File: src/rtl/router_defs.svh
// field widths and sizing constants for the ring router
// included by the package and by modules that size logic from them

`ifndef ROUTER_DEFS_SVH
`define ROUTER_DEFS_SVH

// message fields
`define NET_PAYLOAD_NBITS 32
`define NET_OPAQUE_NBITS 3
`define NET_SRCDEST_NBITS 3

// network shape
`define NET_NUM_ROUTERS 8
`define NET_QUEUE_DEPTH 2
`define NET_NUM_PORTS 3

`endif
File: src/rtl/router_pkg.sv
// shared types for the ring router and its testbench
// compile before any file that imports it

`include "router_defs.svh"

package router_pkg;

  // network message, dest sits in the top bits
  typedef struct packed {
    logic [`NET_SRCDEST_NBITS-1:0] dest;
    logic [`NET_SRCDEST_NBITS-1:0] src;
    logic [`NET_OPAQUE_NBITS-1:0]  opaque;
    logic [`NET_PAYLOAD_NBITS-1:0] payload;
  } net_msg_t;

  // one bit per router port, used for requests and grants
  typedef logic [`NET_NUM_PORTS-1:0] port_vec_t;

  // port 0 faces the previous router, port 2 the next one
  localparam int PORT_PREV = 0;
  localparam int PORT_TERM = 1;
  localparam int PORT_NEXT = 2;

endpackage

File: src/rtl/xbar_if.sv
// request, grant and message lines between input and output ports
// one instance per router

`timescale 1ns/1ns
`include "router_defs.svh"

interface xbar_if;
  import router_pkg::*;

  // req and msg indexed by input, grant indexed by output
  port_vec_t req   [`NET_NUM_PORTS];
  port_vec_t grant [`NET_NUM_PORTS];
  net_msg_t  msg   [`NET_NUM_PORTS];

  modport in_side (
    output req,
    output msg,
    input  grant
  );

  modport out_side (
    input  req,
    input  msg,
    output grant
  );

endinterface

File: src/rtl/ring_router.sv
// three-port ring router: previous router, local terminal, next router
// each port pair uses a valid/ready handshake

`timescale 1ns/1ns

module ring_router #(
  parameter int router_id = 0
) (
  input  logic                 clk,
  input  logic                 reset,

  input  logic                 in0_val,
  output logic                 in0_rdy,
  input  router_pkg::net_msg_t in0_msg,

  input  logic                 in1_val,
  output logic                 in1_rdy,
  input  router_pkg::net_msg_t in1_msg,

  input  logic                 in2_val,
  output logic                 in2_rdy,
  input  router_pkg::net_msg_t in2_msg,

  output logic                 out0_val,
  input  logic                 out0_rdy,
  output router_pkg::net_msg_t out0_msg,

  output logic                 out1_val,
  input  logic                 out1_rdy,
  output router_pkg::net_msg_t out1_msg,

  output logic                 out2_val,
  input  logic                 out2_rdy,
  output router_pkg::net_msg_t out2_msg
);
  import router_pkg::*;

  xbar_if xb ();

  // ----------------------------------------
  // input ports
  // ----------------------------------------

  input_port #(.port_id(PORT_PREV), .router_id(router_id)) in0_port (
    .clk    (clk),
    .reset  (reset),
    .in_val (in0_val),
    .in_rdy (in0_rdy),
    .in_msg (in0_msg),
    .xb     (xb.in_side)
  );

  input_port #(.port_id(PORT_TERM), .router_id(router_id)) in1_port (
    .clk    (clk),
    .reset  (reset),
    .in_val (in1_val),
    .in_rdy (in1_rdy),
    .in_msg (in1_msg),
    .xb     (xb.in_side)
  );

  input_port #(.port_id(PORT_NEXT), .router_id(router_id)) in2_port (
    .clk    (clk),
    .reset  (reset),
    .in_val (in2_val),
    .in_rdy (in2_rdy),
    .in_msg (in2_msg),
    .xb     (xb.in_side)
  );

  // ----------------------------------------
  // output ports
  // ----------------------------------------

  output_port #(.port_id(PORT_PREV)) out0_port (
    .clk     (clk),
    .reset   (reset),
    .out_val (out0_val),
    .out_rdy (out0_rdy),
    .out_msg (out0_msg),
    .xb      (xb.out_side)
  );

  output_port #(.port_id(PORT_TERM)) out1_port (
    .clk     (clk),
    .reset   (reset),
    .out_val (out1_val),
    .out_rdy (out1_rdy),
    .out_msg (out1_msg),
    .xb      (xb.out_side)
  );

  output_port #(.port_id(PORT_NEXT)) out2_port (
    .clk     (clk),
    .reset   (reset),
    .out_val (out2_val),
    .out_rdy (out2_rdy),
    .out_msg (out2_msg),
    .xb      (xb.out_side)
  );

endmodule

File: src/rtl/output_port.sv
// one router output: round-robin arbiter and message select
// grants go out only while the downstream side is ready

`timescale 1ns/1ns
`include "router_defs.svh"

module output_port #(
  parameter int port_id = 0
) (
  input  logic                 clk,
  input  logic                 reset,
  output logic                 out_val,
  input  logic                 out_rdy,
  output router_pkg::net_msg_t out_msg,
  xbar_if.out_side             xb
);
  import router_pkg::*;

  localparam int num_ports = `NET_NUM_PORTS;
  localparam int idx_nbits = $clog2(num_ports);

  port_vec_t            reqs;
  port_vec_t            grants;
  logic [idx_nbits-1:0] pri_ptr;
  logic [idx_nbits-1:0] sel;
  logic [idx_nbits-1:0] sel_next;
  logic                 found;

  // column of requests aimed at this output
  always_comb begin
    for (int i = 0; i < num_ports; i++) begin
      reqs[i] = xb.req[i][port_id];
    end
  end

  // ----------------------------------------
  // arbiter
  // ----------------------------------------

  // first requester at or after the priority pointer
  always_comb begin
    int idx;
    found = 1'b0;
    sel   = pri_ptr;
    for (int k = 0; k < num_ports; k++) begin
      idx = int'(pri_ptr) + k;
      if (idx >= num_ports) begin
        idx = idx - num_ports;
      end
      if (!found && reqs[idx]) begin
        found = 1'b1;
        sel   = idx[idx_nbits-1:0];
      end
    end
  end

  assign sel_next = (sel == idx_nbits'(num_ports - 1)) ? '0 : sel + 1'b1;

  always_comb begin
    grants = '0;
    if (out_rdy && found) begin
      grants[sel] = 1'b1;
    end
  end

  assign xb.grant[port_id] = grants;

  // pointer moves past the winner on the transfer edge
  always_ff @(posedge clk) begin
    if (reset) begin
      pri_ptr <= '0;
    end else if (out_rdy && found) begin
      pri_ptr <= sel_next;
    end
  end

  // ----------------------------------------
  // message select
  // ----------------------------------------

  assign out_val = found;
  assign out_msg = xb.msg[sel];

endmodule

File: src/rtl/input_port.sv
// one router input: message queue plus route computation
// the queue head raises exactly one request bit toward its output

`timescale 1ns/1ns
`include "router_defs.svh"

module input_port #(
  parameter int port_id   = 0,
  parameter int router_id = 0
) (
  input  logic                 clk,
  input  logic                 reset,
  input  logic                 in_val,
  output logic                 in_rdy,
  input  router_pkg::net_msg_t in_msg,
  xbar_if.in_side              xb
);
  import router_pkg::*;

  localparam int sd_nbits = `NET_SRCDEST_NBITS;
  localparam logic [sd_nbits:0] own_id    = (sd_nbits + 1)'(router_id);
  localparam logic [sd_nbits:0] ring_size = (sd_nbits + 1)'(`NET_NUM_ROUTERS);

  logic              head_val;
  logic              head_rdy;
  net_msg_t          head_msg;
  logic [sd_nbits:0] fwd_sum;
  logic [sd_nbits:0] fwd_dist;
  port_vec_t         route;
  port_vec_t         grants;

  msg_queue queue_i (
    .clk     (clk),
    .reset   (reset),
    .enq_val (in_val),
    .enq_rdy (in_rdy),
    .enq_msg (in_msg),
    .deq_val (head_val),
    .deq_rdy (head_rdy),
    .deq_msg (head_msg)
  );

  // forward distance, (dest - id) mod ring size
  assign fwd_sum  = {1'b0, head_msg.dest} + (ring_size - own_id);
  assign fwd_dist = (fwd_sum >= ring_size) ? fwd_sum - ring_size : fwd_sum;

  always_comb begin
    route = '0;
    if (head_val) begin
      if ({1'b0, head_msg.dest} == own_id) begin
        route[PORT_TERM] = 1'b1;
      end else if (port_id == PORT_PREV) begin
        route[PORT_NEXT] = 1'b1;
      end else if (port_id == PORT_NEXT) begin
        route[PORT_PREV] = 1'b1;
      end else if (fwd_dist <= (ring_size >> 1)) begin
        // terminal traffic, a tie at half the ring goes forward
        route[PORT_NEXT] = 1'b1;
      end else begin
        route[PORT_PREV] = 1'b1;
      end
    end
  end

  // grant bit for this input from every output
  always_comb begin
    for (int j = 0; j < `NET_NUM_PORTS; j++) begin
      grants[j] = xb.grant[j][port_id];
    end
  end

  assign head_rdy        = |grants;
  assign xb.req[port_id] = route;
  assign xb.msg[port_id] = head_msg;

endmodule

File: src/rtl/msg_queue.sv
// two-entry valid/ready FIFO for network messages
// dequeue side reads storage only, so there is no bypass path

`timescale 1ns/1ns
`include "router_defs.svh"

module msg_queue (
  input  logic                 clk,
  input  logic                 reset,
  input  logic                 enq_val,
  output logic                 enq_rdy,
  input  router_pkg::net_msg_t enq_msg,
  output logic                 deq_val,
  input  logic                 deq_rdy,
  output router_pkg::net_msg_t deq_msg
);
  import router_pkg::*;

  localparam int depth     = `NET_QUEUE_DEPTH;
  localparam int ptr_nbits = (depth > 1) ? $clog2(depth) : 1;
  localparam int cnt_nbits = $clog2(depth + 1);

  net_msg_t             mem [depth];
  logic [ptr_nbits-1:0] wr_ptr;
  logic [ptr_nbits-1:0] rd_ptr;
  logic [cnt_nbits-1:0] count;
  logic                 do_enq;
  logic                 do_deq;

  function automatic logic [ptr_nbits-1:0] next_ptr(input logic [ptr_nbits-1:0] p);
    if (p == ptr_nbits'(depth - 1)) begin
      return '0;
    end
    return p + 1'b1;
  endfunction

  assign enq_rdy = (count < cnt_nbits'(depth));
  assign deq_val = (count != '0);
  assign deq_msg = mem[rd_ptr];

  assign do_enq = enq_val && enq_rdy;
  assign do_deq = deq_val && deq_rdy;

  always_ff @(posedge clk) begin
    if (do_enq) begin
      mem[wr_ptr] <= enq_msg;
    end
  end

  always_ff @(posedge clk) begin
    if (reset) begin
      wr_ptr <= '0;
      rd_ptr <= '0;
      count  <= '0;
    end else begin
      if (do_enq) begin
        wr_ptr <= next_ptr(wr_ptr);
      end
      if (do_deq) begin
        rd_ptr <= next_ptr(rd_ptr);
      end
      // count only moves when exactly one side fires
      if (do_enq && !do_deq) begin
        count <= count + 1'b1;
      end else if (do_deq && !do_enq) begin
        count <= count - 1'b1;
      end
    end
  end

endmodule

File: config.mk
export PLATFORM = sky130hd
export DESIGN_NAME = ring_router
export DESIGN_NICKNAME = d
export VERILOG_FILES = /design/src/rtl/router_pkg.sv /design/src/rtl/xbar_if.sv /design/src/rtl/ring_router.sv /design/src/rtl/output_port.sv /design/src/rtl/input_port.sv /design/src/rtl/msg_queue.sv
export VERILOG_INCLUDE_DIRS = /design/src /design/src/rtl
export SDC_FILE = /design/constraint.sdc
export NUM_CORES = 1
export LEC_CHECK = 0
export BUFFER_PORTS_ARGS = -buffer_cell sky130_fd_sc_hd__buf_2
export CAP_MARGIN = 30
export CORE_ASPECT_RATIO = 0.7
export CORE_UTILIZATION = 45
export DETAILED_ROUTE_END_ITERATION = 6
export PLACE_DENSITY = 0.67
export SLEW_MARGIN = 25
export SYNTH_ARGS = -nofsm -noshare
export SYNTH_HDL_FRONTEND = slang
export SYNTH_SLANG_ARGS = --single-unit
File: constraint.sdc
create_clock -name clk -period 4.3 [get_ports clk]
set_input_delay 0.43 -clock clk [delete_from_list [all_inputs] [get_ports clk]]
set_output_delay 0.43 -clock clk [all_outputs]
set_load 0.01 [all_outputs]
==> parameters.txt <==
Parameter                              Value

Logic synthesis
  Post-synthesis sequential area ratio    0.586
  Synthesized area per cell    between 10 and 15 µm²
  Cell with the most instances after synthesis    sky130_fd_sc_hd__edfxtp_1
  Number of distinct standard cells referenced by the synthesized netlist    70
  Portion of synthesized cell area occupied by the leading cell type    0.554
  Register bit count reported by yosys    about 270
  Most area-hungry cell type in the Yosys netlist    sky130_fd_sc_hd__edfxtp_1
  Post-synthesis instance area    0.0133 mm²
  Most used flip-flop cell after synthesis    sky130_fd_sc_hd__edfxtp_1
  Syn Nets    between 1000 and 1500
  Number of cells produced by synthesis    between 1000 and 1500
  Share of flip-flops with an asynchronous set or reset after synthesis    0
  Synth top cells by count    246 x sky130_fd_sc_hd__edfxtp_1, 180 x sky130_fd_sc_hd__nand2_1, 123 x sky130_fd_sc_hd__mux2i_1
  Synth warn    0
  Area contributors post-synth    sky130_fd_sc_hd__edfxtp_1 55%, sky130_fd_sc_hd__mux2i_1 9.2%, sky130_fd_sc_hd__nand2_1 5.1%, sky130_fd_sc_hd__mux2_1 3.4%, sky130_fd_sc_hd__dfxtp_1 3.2%
  Number of enable flip-flop cells after synthesis    around 250

Final layout
  Number of filler instances in the final layout    2461
  Final standard cell utilization of the core    0.555
  Final Instance Count excl. Fillers    roughly 1800
  Multi-input gate area in the final layout    between 0.005 and 0.006 mm²
  Register area    ~0.008 mm²
  Share of post-route cells with drive strength above 1    0.281
  Area growth, synth to finish    20.7%
  Final net count    roughly 1500

Clock network
  Max Buffers Root-to-Sink    3
  H-tree depth reported by CTS    1
  Worst-skew pair later-pin latency    ~0.55 ns
  Clock transition at the registers of the reported paths    about 0.060 ns
  Clock tree from TritonCTS    built
  Number of buffers created by CTS    28
  Hold buffers post-CTS    0
  Root buf cell    sky130_fd_sc_hd__clkbuf_16
  Clk sinks    267

Routing
  DRT Wirelength    40.2 mm
  Mean number of vias per cell    between 5 and 6
  Drt drc    0
  Via count    10300
  Antenna violation net count after detailed routing    0
  Drt first-iter violations    between 900 and 1000
  Avg WL per Cell    approximately 23 µm
  Number of optimization iterations in the first detailed-route pass    7

Run status
  Outcome    complete, no violations

Pwr
  Worst voltage drop across the vdd grid    ~0.46 mV
  Cell area power density    a little over 800 mW/mm²
  Leakage power figure    6.05 nW

Placed design
  DP Wirelength    ~27 mm
  GP Congestion    ~0.9
  # port buffers    roughly 260
  Number of placed instances with taps included    1684

Critical path
  Most used cell along the critical path    sky130_fd_sc_hd__nand2_1
  Signal arrival time at the worst endpoint    3.69 ns
  Maximum fanout along the worst path    12
  Data required time of the critical path    roughly 3.9 ns
  Max stage delay on crit path    around 0.49 ns
  Critical Path End Type    output port
  Critical path class    flop to output port
  Cells along the critical path    mux2i_1 > nand2_1 > inv_1 > ha_1 > o21ai_1 > nor2_1 > a221o_1 > o22ai_1 > o21a_4 > buf_4 > nand2_1 > a31o_1 > buf_2
  Critical-path top delay cell    sky130_fd_sc_hd__o22ai_1
  Startpoint Class    flop

Run
  Max-capacitance violation count    0

Floorplanning
  Starting utilization of the core area    0.459
  Num rows    52
  Vertical die dimension    146 µm
  Overall die area    just over 0.03 mm²
  DIE WIDTH    around 210 µm
  Core Area    just under 0.03 mm²
  Boundary pin count    between 200 and 300

STA
  Period minus WS final    between 4 and 5 ns
  RSZ-0062 raised after global routing    false
  Worst Tran Pin Value    just under 0.9 ns
  Number of pins exceeding their max-slew limit in the final report    0
  Final setup TNS    0 ns
  Highest achievable clock rate    between 0.2 and 0.25 GHz
  Worst slack on hold paths    between 0.06 and 0.07 ns
  Worst clock skew on the final layout    0.0143 ns
  Number of failing hold endpoints at the final stage    0
  Relative slew slack    0.409
  Number of setup violations in the final report    0
  Period utilization    0.959

Global route
  Largest net degree at the start of global routing    52
  Total grt overflow    0
  Initial antenna violation count    13
  Global-route usage over all layers    0.261
  Via count of the first global-routing pass    about 10000
  Wire length of the first global-routing pass    about 60 mm

Min path
  Min-delay worst type    input pin to flop
report_power, final:
part	total (mW)	internal (mW)	leakage, nW	switching, mW
clock network	2.31	1.31	0.429	0.999
registers	3.51	3.31	2.47	0.206
logic	7.52	2.80	3.15	4.72
state kept, by name (all words and copies together), names as in the netlist, 2 cells and up, named ones only:
register / count
in0_port.queue_i.count: 2
in0_port.queue_i.mem: 82
in1_port.queue_i.count: 2
in1_port.queue_i.mem: 82
in2_port.queue_i.count: 2
in2_port.queue_i.mem: 82
out0_port.pri_ptr: 2
out1_port.pri_ptr: 2
out2_port.pri_ptr: 2
logic make-up after synthesis:
kind of cell	after synthesis	synth area share
and+or+nand+nor	338	0.115
buffers and inverters	100	0.0370
xor gates and xnor gates	9	0.00591
AOI/OAI and AO/OA	202	0.115
adders and majority gates	13	0.0122
muxes	167	0.130
DFF	267	0.586
what timing repair did:
action                                  CTS  global route
buffers inserted                          0             8
pin swaps                                 2             3
gates cloned                              2             0
gates resized for setup                   0             8
endpoints found under the setup margin    2            80
layout by cell type, fill, tap and decap left out, types with 3 or more instances in the layout:
cell,n
sky130_fd_sc_hd__clkbuf_1,9
sky130_fd_sc_hd__buf_4,36
sky130_fd_sc_hd__o21ai_0,12
sky130_fd_sc_hd__or3_1,7
sky130_fd_sc_hd__o211ai_1,3
sky130_fd_sc_hd__and2_2,3
sky130_fd_sc_hd__clkinv_2,9
sky130_fd_sc_hd__o21ai_1,3
sky130_fd_sc_hd__a211o_1,3
sky130_fd_sc_hd__a211oi_2,3
sky130_fd_sc_hd__a31o_1,40
sky130_fd_sc_hd__inv_1,18
sky130_fd_sc_hd__nor2_1,20
sky130_fd_sc_hd__xor2_1,6
sky130_fd_sc_hd__nand2_1,179
sky130_fd_sc_hd__nor2b_4,3
sky130_fd_sc_hd__nand4_1,6
sky130_fd_sc_hd__mux2i_1,123
sky130_fd_sc_hd__or2_2,4
sky130_fd_sc_hd__dfxtp_1,18
sky130_fd_sc_hd__nor3_1,43
sky130_fd_sc_hd__edfxtp_1,246
sky130_fd_sc_hd__a21oi_1,16
sky130_fd_sc_hd__buf_2,259
sky130_fd_sc_hd__mux2_2,4
sky130_fd_sc_hd__diode_2,6
sky130_fd_sc_hd__clkbuf_16,29
sky130_fd_sc_hd__o22ai_1,44
sky130_fd_sc_hd__dfxtp_4,3
sky130_fd_sc_hd__clkinv_1,3
sky130_fd_sc_hd__nand3_1,47
sky130_fd_sc_hd__mux2_1,40
sky130_fd_sc_hd__a211oi_1,7
sky130_fd_sc_hd__ha_1,13
sky130_fd_sc_hd__buf_6,3
sky130_fd_sc_hd__o31ai_1,41
sky130_fd_sc_hd__nor4_1,4
sky130_fd_sc_hd__xnor2_1,3
sky130_fd_sc_hd__nor2b_1,4
routing by layer:
layer / share of wire / vias to the layer above / global-route usage
met4: 0.021 / 12 / 0.0811
li1: - / 4713 / -
met1: 0.45 / 4967 / 0.375
met5: 0.0018 / - / 0
met2: 0.44 / 519 / 0.393
met3: 0.087 / 80 / 0.0585
stage by stage:
stage          total power, mW  setup WS [ns]  cell area, µm²
6_report                  13.3          0.178           16100
5_1_grt                   14.1         0.0380           16100
4_1_cts                   13.2         0.0162           15900
3_5_place_dp              10.8          0.504           15100
3_3_place_gp              10.7          0.236           15100
2_1_floorplan             8.01          0.583           13300
layout make-up:
| cell class | count | area share |
|---|---|---|
| Tap cell | 378 | 0.0294 |
| Clock inverter | 13 | 0.00536 |
| Antenna cell | 6 | 0.000933 |
| Sequential cell | 267 | 0.486 |
| Timing Repair Buffer | 302 | 0.105 |
| Multi-Input combinational cell | 731 | 0.321 |
| Clock buffer | 39 | 0.0480 |
| Inverter | 18 | 0.00420 |
critical path: cells and delay by family (launching register included):
| kind | cells | cell delay, ns |
|---|---|---|
| AO/OA/AOI/OAI | 5 | 1.65 |
| adder cells (fa/ha/maj) | 1 | 0.20 |
| buffers and inverters | 3 | 0.42 |
| flip-flops | 1 | 0.37 |
| multiplexers | 1 | 0.17 |
| AND/OR/NAND/NOR | 3 | 0.33 |
path summary, 6_finish.rpt:
kind / from / endpoint / slack [ns] / cells past startpoint
setup / recovery: flop / out1_msg[8] / 0.18 / 13
hold / removal: in1_msg[19] / in1_port.queue_i.mem[0][19] / 0.07 / 1
setup reg to reg: flop / in2_port.queue_i.count[1] / 0.65 / 10
hold reg to reg: out1_port.pri_ptr[0] / out1_port.pri_ptr[0] / 0.50 / 2
Note: power is estimated with default switching activity, not from simulation.
